`config.mk`:
```
export PLATFORM = sky130hd
export DESIGN_NAME = id_stage
export DESIGN_NICKNAME = d
export VERILOG_FILES = /design/src/design/cpu_pkg.sv /design/src/design/decoder.sv /design/src/design/gpr_file.sv /design/src/design/id_reg.sv /design/src/design/id_stage.sv
export SDC_FILE = /design/constraint.sdc
export NUM_CORES = 2
export LEC_CHECK = 0
export BUFFER_PORTS_ARGS = -buffer_cell sky130_fd_sc_hd__buf_4
export CORE_MARGIN = 1.5
export CORE_UTILIZATION = 42
export CTS_BUF_LIST = sky130_fd_sc_hd__clkbuf_16
export DETAILED_ROUTE_END_ITERATION = 8
export PLACE_DENSITY_LB_ADDON = 0.12
export SYNTH_ARGS = -nofsm -noshare
export SYNTH_HDL_FRONTEND = slang
export SYNTH_SLANG_ARGS = --single-unit
```
`constraint.sdc`:
```
create_clock -name clk -period 3.9 [get_ports clk]
set_input_delay 0.39 -clock clk [delete_from_list [all_inputs] [get_ports clk]]
set_output_delay 0.39 -clock clk [all_outputs]
set_load 0.03 [all_outputs]
```
`src/design/cpu_pkg.sv`:
```
// Shared widths, opcodes, operation codes and instruction formats for the decode stage.
`default_nettype none

package cpu_pkg;

    // ------------------------------------------------------------------------
    // widths
    // ------------------------------------------------------------------------
    localparam int word_w     = 32;
    localparam int reg_addr_w = 5;
    localparam int reg_num    = 1 << reg_addr_w;
    localparam int opcode_w   = 6;
    localparam int imm_w      = 16;
    localparam int alu_op_w   = 3;
    localparam int cmp_op_w   = 2;
    localparam int mem_op_w   = 2;
    localparam int ex_sel_w   = 2;

    // ------------------------------------------------------------------------
    // opcodes, all other values are undefined
    // ------------------------------------------------------------------------
    localparam logic [opcode_w-1:0] op_add  = 6'h01;    // rc = ra + rb
    localparam logic [opcode_w-1:0] op_sub  = 6'h02;
    localparam logic [opcode_w-1:0] op_and  = 6'h03;
    localparam logic [opcode_w-1:0] op_or   = 6'h04;
    localparam logic [opcode_w-1:0] op_xor  = 6'h05;
    localparam logic [opcode_w-1:0] op_addi = 6'h08;    // signed immediate
    localparam logic [opcode_w-1:0] op_ori  = 6'h09;    // unsigned immediate
    localparam logic [opcode_w-1:0] op_ldw  = 6'h10;
    localparam logic [opcode_w-1:0] op_stw  = 6'h11;
    localparam logic [opcode_w-1:0] op_beq  = 6'h18;
    localparam logic [opcode_w-1:0] op_bne  = 6'h19;
    localparam logic [opcode_w-1:0] op_jr   = 6'h20;
    localparam logic [opcode_w-1:0] op_call = 6'h21;    // jr plus link to r31

    // ------------------------------------------------------------------------
    // operation codes handed to execute and memory
    // ------------------------------------------------------------------------
    localparam logic [alu_op_w-1:0] alu_nop = 3'd0;
    localparam logic [alu_op_w-1:0] alu_add = 3'd1;
    localparam logic [alu_op_w-1:0] alu_sub = 3'd2;
    localparam logic [alu_op_w-1:0] alu_and = 3'd3;
    localparam logic [alu_op_w-1:0] alu_or  = 3'd4;
    localparam logic [alu_op_w-1:0] alu_xor = 3'd5;

    localparam logic [cmp_op_w-1:0] cmp_nop = 2'd0;
    localparam logic [cmp_op_w-1:0] cmp_eq  = 2'd1;
    localparam logic [cmp_op_w-1:0] cmp_ne  = 2'd2;

    localparam logic [mem_op_w-1:0] mem_nop = 2'd0;
    localparam logic [mem_op_w-1:0] mem_ldw = 2'd1;    // also selects memory for writeback
    localparam logic [mem_op_w-1:0] mem_stw = 2'd2;

    localparam logic [ex_sel_w-1:0] ex_sel_alu  = 2'd0;
    localparam logic [ex_sel_w-1:0] ex_sel_link = 2'd1;

    localparam logic [reg_addr_w-1:0] link_reg = 5'd31;

    // ------------------------------------------------------------------------
    // instruction word, register and immediate views
    // ------------------------------------------------------------------------
    typedef struct packed {
        logic [opcode_w-1:0]   opcode;
        logic [reg_addr_w-1:0] ra;
        logic [reg_addr_w-1:0] rb;
        logic [reg_addr_w-1:0] rc;
        logic [10:0]           unused;
    } insn_r_t;

    typedef struct packed {
        logic [opcode_w-1:0]   opcode;
        logic [reg_addr_w-1:0] ra;
        logic [reg_addr_w-1:0] rb;
        logic [imm_w-1:0]      imm;
    } insn_i_t;

    typedef union packed {
        insn_r_t r;
        insn_i_t i;
    } insn_u;

endpackage

`default_nettype wire

```
`src/design/decoder.sv`:
```
// Combinational decode of one fetched word into operations, operands and writeback controls.
`default_nettype none

module decoder import cpu_pkg::*; (
    input  wire insn_u                 insn,
    input  wire logic [word_w-1:0]     pc,
    input  wire logic                  if_en,       // fetch slot valid
    input  wire logic [word_w-1:0]     ra_data,
    input  wire logic [word_w-1:0]     rb_data,
    output logic [reg_addr_w-1:0]      ra_addr,
    output logic [reg_addr_w-1:0]      rb_addr,
    output logic [alu_op_w-1:0]        alu_op,
    output logic [word_w-1:0]          alu_in_0,
    output logic [word_w-1:0]          alu_in_1,
    output logic [cmp_op_w-1:0]        cmp_op,
    output logic [word_w-1:0]          cmp_in_0,
    output logic [word_w-1:0]          cmp_in_1,
    output logic                       jump_taken,
    output logic [mem_op_w-1:0]        mem_op,
    output logic [word_w-1:0]          mem_wr_data,
    output logic [reg_addr_w-1:0]      dst_addr,
    output logic                       gpr_we,
    output logic [ex_sel_w-1:0]        ex_sel,
    output logic [word_w-1:0]          gpr_wr_data  // link value for call
);

    logic              insn_ok;                     // valid slot, defined opcode
    logic [word_w-1:0] imm_sext;
    logic [word_w-1:0] imm_zext;

    assign imm_sext = {{(word_w-imm_w){insn.i.imm[imm_w-1]}}, insn.i.imm};
    assign imm_zext = {{(word_w-imm_w){1'b0}}, insn.i.imm};

    always_comb begin
        case (insn.r.opcode)
            op_add, op_sub, op_and, op_or, op_xor,
            op_addi, op_ori, op_ldw, op_stw,
            op_beq, op_bne, op_jr, op_call: insn_ok = if_en;
            default:                        insn_ok = 1'b0;
        endcase
    end

    // read ports park on r0 for a bubble
    assign ra_addr = insn_ok ? insn.r.ra : '0;
    assign rb_addr = insn_ok ? insn.r.rb : '0;

    // ------------------------------------------------------------------------
    // operation decode
    // ------------------------------------------------------------------------
    always_comb begin
        alu_op      = alu_nop;
        alu_in_0    = '0;
        alu_in_1    = '0;
        cmp_op      = cmp_nop;
        cmp_in_0    = '0;
        cmp_in_1    = '0;
        jump_taken  = 1'b0;
        mem_op      = mem_nop;
        mem_wr_data = '0;
        dst_addr    = '0;
        gpr_we      = 1'b0;
        ex_sel      = ex_sel_alu;
        gpr_wr_data = '0;

        if (insn_ok) begin
            case (insn.r.opcode)
                op_add, op_sub, op_and, op_or, op_xor: begin
                    case (insn.r.opcode)
                        op_add:  alu_op = alu_add;
                        op_sub:  alu_op = alu_sub;
                        op_and:  alu_op = alu_and;
                        op_or:   alu_op = alu_or;
                        default: alu_op = alu_xor;
                    endcase
                    alu_in_0 = ra_data;
                    alu_in_1 = rb_data;
                    dst_addr = insn.r.rc;
                    gpr_we   = 1'b1;
                end
                op_addi, op_ori: begin
                    alu_op   = (insn.i.opcode == op_addi) ? alu_add : alu_or;
                    alu_in_0 = ra_data;
                    alu_in_1 = (insn.i.opcode == op_addi) ? imm_sext : imm_zext;
                    dst_addr = insn.i.rb;
                    gpr_we   = 1'b1;
                end
                op_ldw: begin
                    alu_op   = alu_add;             // effective address
                    alu_in_0 = ra_data;
                    alu_in_1 = imm_sext;
                    mem_op   = mem_ldw;
                    dst_addr = insn.i.rb;
                    gpr_we   = 1'b1;
                end
                op_stw: begin
                    alu_op      = alu_add;
                    alu_in_0    = ra_data;
                    alu_in_1    = imm_sext;
                    mem_op      = mem_stw;
                    mem_wr_data = rb_data;
                end
                op_beq, op_bne: begin
                    cmp_op   = (insn.r.opcode == op_beq) ? cmp_eq : cmp_ne;
                    cmp_in_0 = ra_data;
                    cmp_in_1 = rb_data;
                end
                op_jr, op_call: begin
                    jump_taken = 1'b1;
                    alu_op     = alu_add;           // target passes through ALU
                    alu_in_0   = ra_data;
                    if (insn.r.opcode == op_call) begin
                        dst_addr    = link_reg;
                        gpr_we      = 1'b1;
                        ex_sel      = ex_sel_link;
                        gpr_wr_data = pc + word_w'(4);
                    end
                end
                default: ;                          // filtered by insn_ok
            endcase
        end
    end

endmodule

`default_nettype wire

```
`src/design/gpr_file.sv`:
```
// Register file of the decode stage with two async read ports and a bypassed sync write port.
`default_nettype none

module gpr_file import cpu_pkg::*; (
    input  wire logic                  clk,
    input  wire logic                  reset,
    input  wire logic [reg_addr_w-1:0] ra_addr,
    input  wire logic [reg_addr_w-1:0] rb_addr,
    input  wire logic                  wb_we,
    input  wire logic [reg_addr_w-1:0] wb_addr,
    input  wire logic [word_w-1:0]     wb_data,
    output logic [word_w-1:0]          ra_data,
    output logic [word_w-1:0]          rb_data
);

    logic [word_w-1:0] regs [reg_num];

    // ------------------------------------------------------------------------
    // write port
    // ------------------------------------------------------------------------
    always_ff @(posedge clk) begin
        if (reset) begin
            for (int i = 0; i < reg_num; i++) begin
                regs[i] <= '0;
            end
        end else if (wb_we && wb_addr != '0) begin     // r0 stays zero
            regs[wb_addr] <= wb_data;
        end
    end

    // ------------------------------------------------------------------------
    // read ports
    // ------------------------------------------------------------------------
    function automatic logic [word_w-1:0] read_port(input logic [reg_addr_w-1:0] addr);
        logic [word_w-1:0] data;
        if (addr == '0) begin
            data = '0;
        end else if (wb_we && wb_addr == addr) begin
            data = wb_data;                             // same-cycle bypass
        end else begin
            data = regs[addr];
        end
        return data;
    endfunction

    // reevaluated on writeback and array changes too
    always_comb begin
        ra_data = read_port(ra_addr);
        rb_data = read_port(rb_addr);
    end

    // an unknown write address would corrupt an arbitrary register
    a_wb_addr_known: assert property (
        @(posedge clk) disable iff (reset)
        wb_we |-> !$isunknown(wb_addr)
    ) else $error("gpr_file: wb_addr unknown during write");

endmodule

`default_nettype wire

```
`src/design/id_reg.sv`:
```
// ID/EX pipeline register, holds on stall, clears to a bubble on flush, loads otherwise.
`default_nettype none

module id_reg import cpu_pkg::*; (
    input  wire logic                  clk,
    input  wire logic                  reset,
    input  wire logic                  stall,       // wins over flush
    input  wire logic                  flush,
    input  wire logic                  if_en,
    input  wire logic [alu_op_w-1:0]   alu_op,
    input  wire logic [word_w-1:0]     alu_in_0,
    input  wire logic [word_w-1:0]     alu_in_1,
    input  wire logic [cmp_op_w-1:0]   cmp_op,
    input  wire logic [word_w-1:0]     cmp_in_0,
    input  wire logic [word_w-1:0]     cmp_in_1,
    input  wire logic [reg_addr_w-1:0] ra_addr,
    input  wire logic [reg_addr_w-1:0] rb_addr,
    input  wire logic                  jump_taken,
    input  wire logic [mem_op_w-1:0]   mem_op,
    input  wire logic [word_w-1:0]     mem_wr_data,
    input  wire logic [reg_addr_w-1:0] dst_addr,
    input  wire logic                  gpr_we,
    input  wire logic [ex_sel_w-1:0]   ex_sel,
    input  wire logic [word_w-1:0]     gpr_wr_data,
    output logic                       id_en,
    output logic [alu_op_w-1:0]        id_alu_op,
    output logic [word_w-1:0]          id_alu_in_0,
    output logic [word_w-1:0]          id_alu_in_1,
    output logic [cmp_op_w-1:0]        id_cmp_op,
    output logic [word_w-1:0]          id_cmp_in_0,
    output logic [word_w-1:0]          id_cmp_in_1,
    output logic [reg_addr_w-1:0]      id_ra_addr,
    output logic [reg_addr_w-1:0]      id_rb_addr,
    output logic                       id_jump_taken,
    output logic [mem_op_w-1:0]        id_mem_op,
    output logic [word_w-1:0]          id_mem_wr_data,
    output logic [reg_addr_w-1:0]      id_dst_addr,
    output logic                       id_gpr_we,
    output logic [ex_sel_w-1:0]        id_ex_sel,
    output logic [word_w-1:0]          id_gpr_wr_data
);

    // ------------------------------------------------------------------------
    // stage register
    // ------------------------------------------------------------------------
    always_ff @(posedge clk) begin
        if (reset || (flush && !stall)) begin           // bubble
            id_en          <= 1'b0;
            id_alu_op      <= alu_nop;
            id_alu_in_0    <= '0;
            id_alu_in_1    <= '0;
            id_cmp_op      <= cmp_nop;
            id_cmp_in_0    <= '0;
            id_cmp_in_1    <= '0;
            id_ra_addr     <= '0;
            id_rb_addr     <= '0;
            id_jump_taken  <= 1'b0;
            id_mem_op      <= mem_nop;
            id_mem_wr_data <= '0;
            id_dst_addr    <= '0;
            id_gpr_we      <= 1'b0;
            id_ex_sel      <= ex_sel_alu;
            id_gpr_wr_data <= '0;
        end else if (!stall) begin
            id_en          <= if_en;
            id_alu_op      <= alu_op;
            id_alu_in_0    <= alu_in_0;
            id_alu_in_1    <= alu_in_1;
            id_cmp_op      <= cmp_op;
            id_cmp_in_0    <= cmp_in_0;
            id_cmp_in_1    <= cmp_in_1;
            id_ra_addr     <= ra_addr;
            id_rb_addr     <= rb_addr;
            id_jump_taken  <= jump_taken;
            id_mem_op      <= mem_op;
            id_mem_wr_data <= mem_wr_data;
            id_dst_addr    <= dst_addr;
            id_gpr_we      <= gpr_we;
            id_ex_sel      <= ex_sel;
            id_gpr_wr_data <= gpr_wr_data;
        end
    end

    // ------------------------------------------------------------------------
    // checks
    // ------------------------------------------------------------------------
    a_stall_hold: assert property (
        @(posedge clk) disable iff (reset)
        ($past(stall) && !$past(reset)) |->
            $stable({id_en, id_alu_op, id_alu_in_0, id_alu_in_1, id_cmp_op,
                     id_cmp_in_0, id_cmp_in_1, id_ra_addr, id_rb_addr,
                     id_jump_taken, id_mem_op, id_mem_wr_data, id_dst_addr,
                     id_gpr_we, id_ex_sel, id_gpr_wr_data})
    ) else $error("id_reg: outputs moved while stalled");

    // a bubble must never write a register or redirect fetch
    a_bubble_quiet: assert property (
        @(posedge clk) disable iff (reset)
        !id_en |-> (!id_gpr_we && !id_jump_taken)
    ) else $error("id_reg: write or jump in an invalid slot");

endmodule

`default_nettype wire

```
`src/design/id_stage.sv`:
```
// Decode stage top, wires decoder and register file into the ID/EX register.
`default_nettype none

module id_stage import cpu_pkg::*; (
    input  wire logic                  clk,
    input  wire logic                  reset,
    input  wire insn_u                 insn,
    input  wire logic [word_w-1:0]     pc,
    input  wire logic                  if_en,
    input  wire logic                  stall,
    input  wire logic                  flush,
    input  wire logic                  wb_we,
    input  wire logic [reg_addr_w-1:0] wb_addr,
    input  wire logic [word_w-1:0]     wb_data,
    output logic                       id_en,
    output logic [alu_op_w-1:0]        id_alu_op,
    output logic [word_w-1:0]          id_alu_in_0,
    output logic [word_w-1:0]          id_alu_in_1,
    output logic [cmp_op_w-1:0]        id_cmp_op,
    output logic [word_w-1:0]          id_cmp_in_0,
    output logic [word_w-1:0]          id_cmp_in_1,
    output logic [reg_addr_w-1:0]      id_ra_addr,
    output logic [reg_addr_w-1:0]      id_rb_addr,
    output logic                       id_jump_taken,
    output logic [mem_op_w-1:0]        id_mem_op,
    output logic [word_w-1:0]          id_mem_wr_data,
    output logic [reg_addr_w-1:0]      id_dst_addr,
    output logic                       id_gpr_we,
    output logic [ex_sel_w-1:0]        id_ex_sel,
    output logic [word_w-1:0]          id_gpr_wr_data
);

    logic [reg_addr_w-1:0] ra_addr, rb_addr;        // also forwarded to execute
    logic [word_w-1:0]     ra_data, rb_data;
    logic [alu_op_w-1:0]   alu_op;
    logic [word_w-1:0]     alu_in_0, alu_in_1;
    logic [cmp_op_w-1:0]   cmp_op;
    logic [word_w-1:0]     cmp_in_0, cmp_in_1;
    logic                  jump_taken;
    logic [mem_op_w-1:0]   mem_op;
    logic [word_w-1:0]     mem_wr_data;
    logic [reg_addr_w-1:0] dst_addr;
    logic                  gpr_we;
    logic [ex_sel_w-1:0]   ex_sel;
    logic [word_w-1:0]     gpr_wr_data;

    decoder i_decoder (
        .insn, .pc, .if_en, .ra_data, .rb_data,
        .ra_addr, .rb_addr,
        .alu_op, .alu_in_0, .alu_in_1,
        .cmp_op, .cmp_in_0, .cmp_in_1,
        .jump_taken, .mem_op, .mem_wr_data,
        .dst_addr, .gpr_we, .ex_sel, .gpr_wr_data
    );

    gpr_file i_gpr_file (
        .clk, .reset, .ra_addr, .rb_addr,
        .wb_we, .wb_addr, .wb_data,
        .ra_data, .rb_data
    );

    id_reg i_id_reg (
        .clk, .reset, .stall, .flush, .if_en,
        .alu_op, .alu_in_0, .alu_in_1,
        .cmp_op, .cmp_in_0, .cmp_in_1,
        .ra_addr, .rb_addr,
        .jump_taken, .mem_op, .mem_wr_data,
        .dst_addr, .gpr_we, .ex_sel, .gpr_wr_data,
        .id_en, .id_alu_op, .id_alu_in_0, .id_alu_in_1,
        .id_cmp_op, .id_cmp_in_0, .id_cmp_in_1,
        .id_ra_addr, .id_rb_addr,
        .id_jump_taken, .id_mem_op, .id_mem_wr_data,
        .id_dst_addr, .id_gpr_we, .id_ex_sel, .id_gpr_wr_data
    );

endmodule

`default_nettype wire

```
==> flow_summary.json <==
{
  "internal-power_mw": 23.6,
  "synth_top_area_cell": "edfxtp_1",
  "critical_path_class": "input port to flip-flop",
  "clock_skew_ps": 35.6,
  "power.clock.fraction_pct": 41.4,
  "io_buffers": 324,
  "drt_wl_total_um": 302000,
  "h-tree-depth": 4,
  "hp-start": "pc[21]",
  "ys_warn_count": 0,
  "crit_start": "insn[26]",
  "drc": 0,
  "max_stage_delay_ps": 810,
  "r2r_cells": 10,
  "rows": 145,
  "netSwitchingFraction_pct": 27.1,
  "via_count": 56500,
  "cts_inserted_buffers": 145,
  "final_util_pct": 49.8,
  "crit_family": "compound AO/OA/AOI/OAI gates",
  "finalSetupViolations": 0,
  "ant_nets": 0,
  "cts_resized": 0,
  "fin_nets": 6552,
  "grt_pass1_wl_um": 416000,
  "max_clock_freq_mhz": 271,
  "place_congestion": 0.937,
  "drv_cap": 0,
  "cp.required_ps": 4610,
  "globalRouteOverflowTotal": 0,
  "r2r_end": "i_id_reg.id_cmp_in_1[2]$_SDFFE_PP0N_",
  "worst_pin_slew_ps": 982,
  "finalNonFillerCells": 8636,
  "synth_seq_cells": 1242,
  "drt_first_iter_violations": 8468,
  "die_h_um": 399,
  "worst_slack_ps": 205,
  "clock_latency_ps": 800,
  "netlist_area_sq_um": 65800,
  "grt_max_degree": 113,
  "hold_ws_ps": 29.5,
  "pwr-share-comb_pct": 11.4,
  "dr.pass1.iters": 8,
  "hold_path.class": "input port to flip-flop",
  "postLayoutCellArea_sq_um": 77600,
  "syn_inst": 6145,
  "yosys-top-cells-count": "edfxtp_1, and2_1, clkbuf_1",
  "viasPerCell": 6.54,
  "cp_num_buf_inv": 5,
  "core_sq_um": 156000,
  "ys_types": 83,
  "cp_cell_sequence": "dlygate4sd3_1, buf_4, o21a_1, and2_2, buf_4, o21ai_4, buf_12, a21oi_1, a2111oi_0, buf_4, a311oi_1, o31ai_1",
  "crit_arrival_ps": 4410,
  "wl_per_cell_um": 35.0,
  "slew_viol_final": 0,
  "ios": 326,
  "syn_to_final_growth_pct": 18.0,
  "reg2reg_from": "i_gpr_file.regs[4][2]$_SDFFCE_PN0P_",
  "place_ws_ps": -116,
  "finalHoldViolCount": 0,
  "syn_avg_cell_area_sq_um": 10.7,
  "die-width_um": 399,
  "clk_path_buf_depth": 3,
  "critPathSlowestCell": "a2111oi_0",
  "min_period_ps": 3690,
  "crit_path_end_kind": "flip-flop",
  "placed_cell_area_sq_um": 72500,
  "drive_gt1_share_pct": 17.8,
  "grtUsageTotal_pct": 37.0,
  "dp.final_hpwl_um": 196000,
  "async_flop_share_pct": 0,
  "cpMostUsedCell": "buf_4",
  "cts_tree": "yes",
  "startpoint_type": "input port",
  "rsz0062_at_grt": "false",
  "yosys.area.top_type_share_pct": 46.8,
  "min_period_over_period_pct": 94.7,
  "synth_flop_cell": "edfxtp_1",
  "p_per_area_nw_per_um2": 418,
  "cts.reportedPaths.clkPinSlew_ps": 70,
  "grt_pass1_vias": 53200,
  "fin_tns_setup_ps": 0,
  "outcome": "completed",
  "synthTopCellsByArea": "edfxtp_1, and2_1, dfxtp_1, mux2i_1, clkbuf_1",
  "vdd_drop_max_v": 0.000457,
  "start_util_pct": 42.2,
  "cts_root_buf": "clkbuf_16",
  "relSlewSlack_pct": 33.7,
  "dieArea_sq_um": 159000,
  "rrSetupSlack_ps": 1360,
  "p_switching_mw": 8.77,
  "antenna_found_initial": 28,
  "leakage_nw": 28.8,
  "hold_depth": 4,
  "clock_sinks": 1242,
  "worstPathMaxFanout": 12,
  "power_mw": 32.4,
  "synth_edf_count": 1024,
  "dp.cells": 8304,
  "worstHoldEndpoint": "i_id_reg.id_gpr_wr_data[21]$_SDFFE_PP0N_",
  "yosysMostFrequentCell": "edfxtp_1",
  "synth-seq-area-share_pct": 53.4,
  "power.share.sequential_pct": 47.3
}
cells in the final DEF (no fill, tap or decap), types with 22 or more instances in the layout:
master and count:
nor2_1 222, nor3_1 58, buf_4 629, dlygate4sd3_1 51
mux2_2 122, inv_1 67, nand3_1 91, xnor2_1 22
o21ai_0 277, and3_1 42, conb_1 33, a32oi_1 34
and2_1 966, nand2_1 471, a211o_1 30, a31oi_1 66
buf_12 72, o221ai_1 63, o32ai_1 26, o211a_1 40
o31ai_1 102, o311a_1 22, dfxtp_1 218, a21oi_1 347
nor2_2 25, edfxtp_1 1024, a22oi_1 92, clkinv_1 32
or2_2 36, o22ai_1 74, a221oi_1 148, nor2b_1 44
clkbuf_16 152, a211oi_1 108, o211ai_1 53, mux2i_1 356
power groups by stage:
stage                     registers, mW  clock network (mW)  logic, mW
after floorplan                    15.4                   0       1.86
after global placement             15.6                   0       3.51
after detailed placement           15.6                   0       3.52
after CTS                          15.3                13.5       3.58
after global routing               15.4                13.9       3.78
final                              15.3                13.4       3.69
sequential cells by signal (all words and copies together), names as in the netlist:
register                 count
i_id_reg.id_mem_wr_data     32
i_id_reg.id_mem_op           2
i_gpr_file.regs           1024
i_id_reg.id_ex_sel           1
i_id_reg.id_cmp_in_1        32
i_id_reg.id_alu_in_1        32
i_id_reg.id_jump_taken       1
i_id_reg.id_rb_addr          5
i_id_reg.id_alu_op           3
i_id_reg.id_en               1
i_id_reg.id_alu_in_0        32
i_id_reg.id_cmp_op           2
i_id_reg.id_ra_addr          5
i_id_reg.id_cmp_in_0        32
i_id_reg.id_dst_addr         5
i_id_reg.id_gpr_we           1
i_id_reg.id_gpr_wr_data     32
cells by family (layout without fill, tap and decap cells):
logic type      after synthesis  count (layout)  share of synthesized area [%]
flops                      1242            1242                           53.4
buf+inv                     663            1051                           4.05
mux                         494             494                           8.05
simple gates               2063            2063                           16.7
compound gates             1644            1644                           17.3
fa+ha+maj                     1               1                         0.0190
other cells                   1              46                        0.00570
xor+xnor                     37              37                          0.493
metal layers:
layer	track usage (%)	vias up	wire length [um]
met5	0	-	98
met4	21.6	14	19600
met3	8.64	876	32700
met2	55.9	3803	133000
met1	48.4	28200	117000
li1	-	23500	-
worst register-to-register path, cell delays in order, from the launching register on:
cell      delay [ps]
edfxtp_1         350
nor2b_1          130
a211oi_1          60
buf_4            190
o22ai_1          530
o221a_2          310
o221ai_1         130
o21ai_0          330
buf_4            190
mux2i_1           80
o21ai_0          180
how the worst max path moves through the flow:
stage / cells past startpoint / slack, ps / to
floorplan: 14 / 970 / i_id_reg.id_alu_in_0[14]$_SDFFE_PP0N_
global placement: 11 / -160 / i_id_reg.id_cmp_in_0[18]$_SDFFE_PP0N_
detailed placement: 10 / -120 / i_id_reg.id_alu_in_0[24]$_SDFFE_PP0N_
CTS: 13 / 390 / i_id_reg.id_alu_in_0[18]$_SDFFE_PP0N_
global route: 13 / 230 / i_id_reg.id_alu_in_0[18]$_SDFFE_PP0N_
finish: 12 / 210 / i_id_reg.id_cmp_in_0[18]$_SDFFE_PP0N_
cell type report:
cell class / count / area [sq um]
clock inverters: 116 / 756
multi-input cells: 4272 / 28500
flip-flops and latches: 1242 / 35100
fillers: 14100 / 78200
well taps: 2058 / 2570
inverters: 28 / 109
clock buffers: 152 / 3800
repair buffers: 755 / 6720
diodes: 13 / 32.5
what timing repair did:
action,4_1_cts,5_1_grt
buffers inserted,0,0
hold endpoints to repair,53,0
hold buffers,51,0
Power figures use the tool's default switching activity.
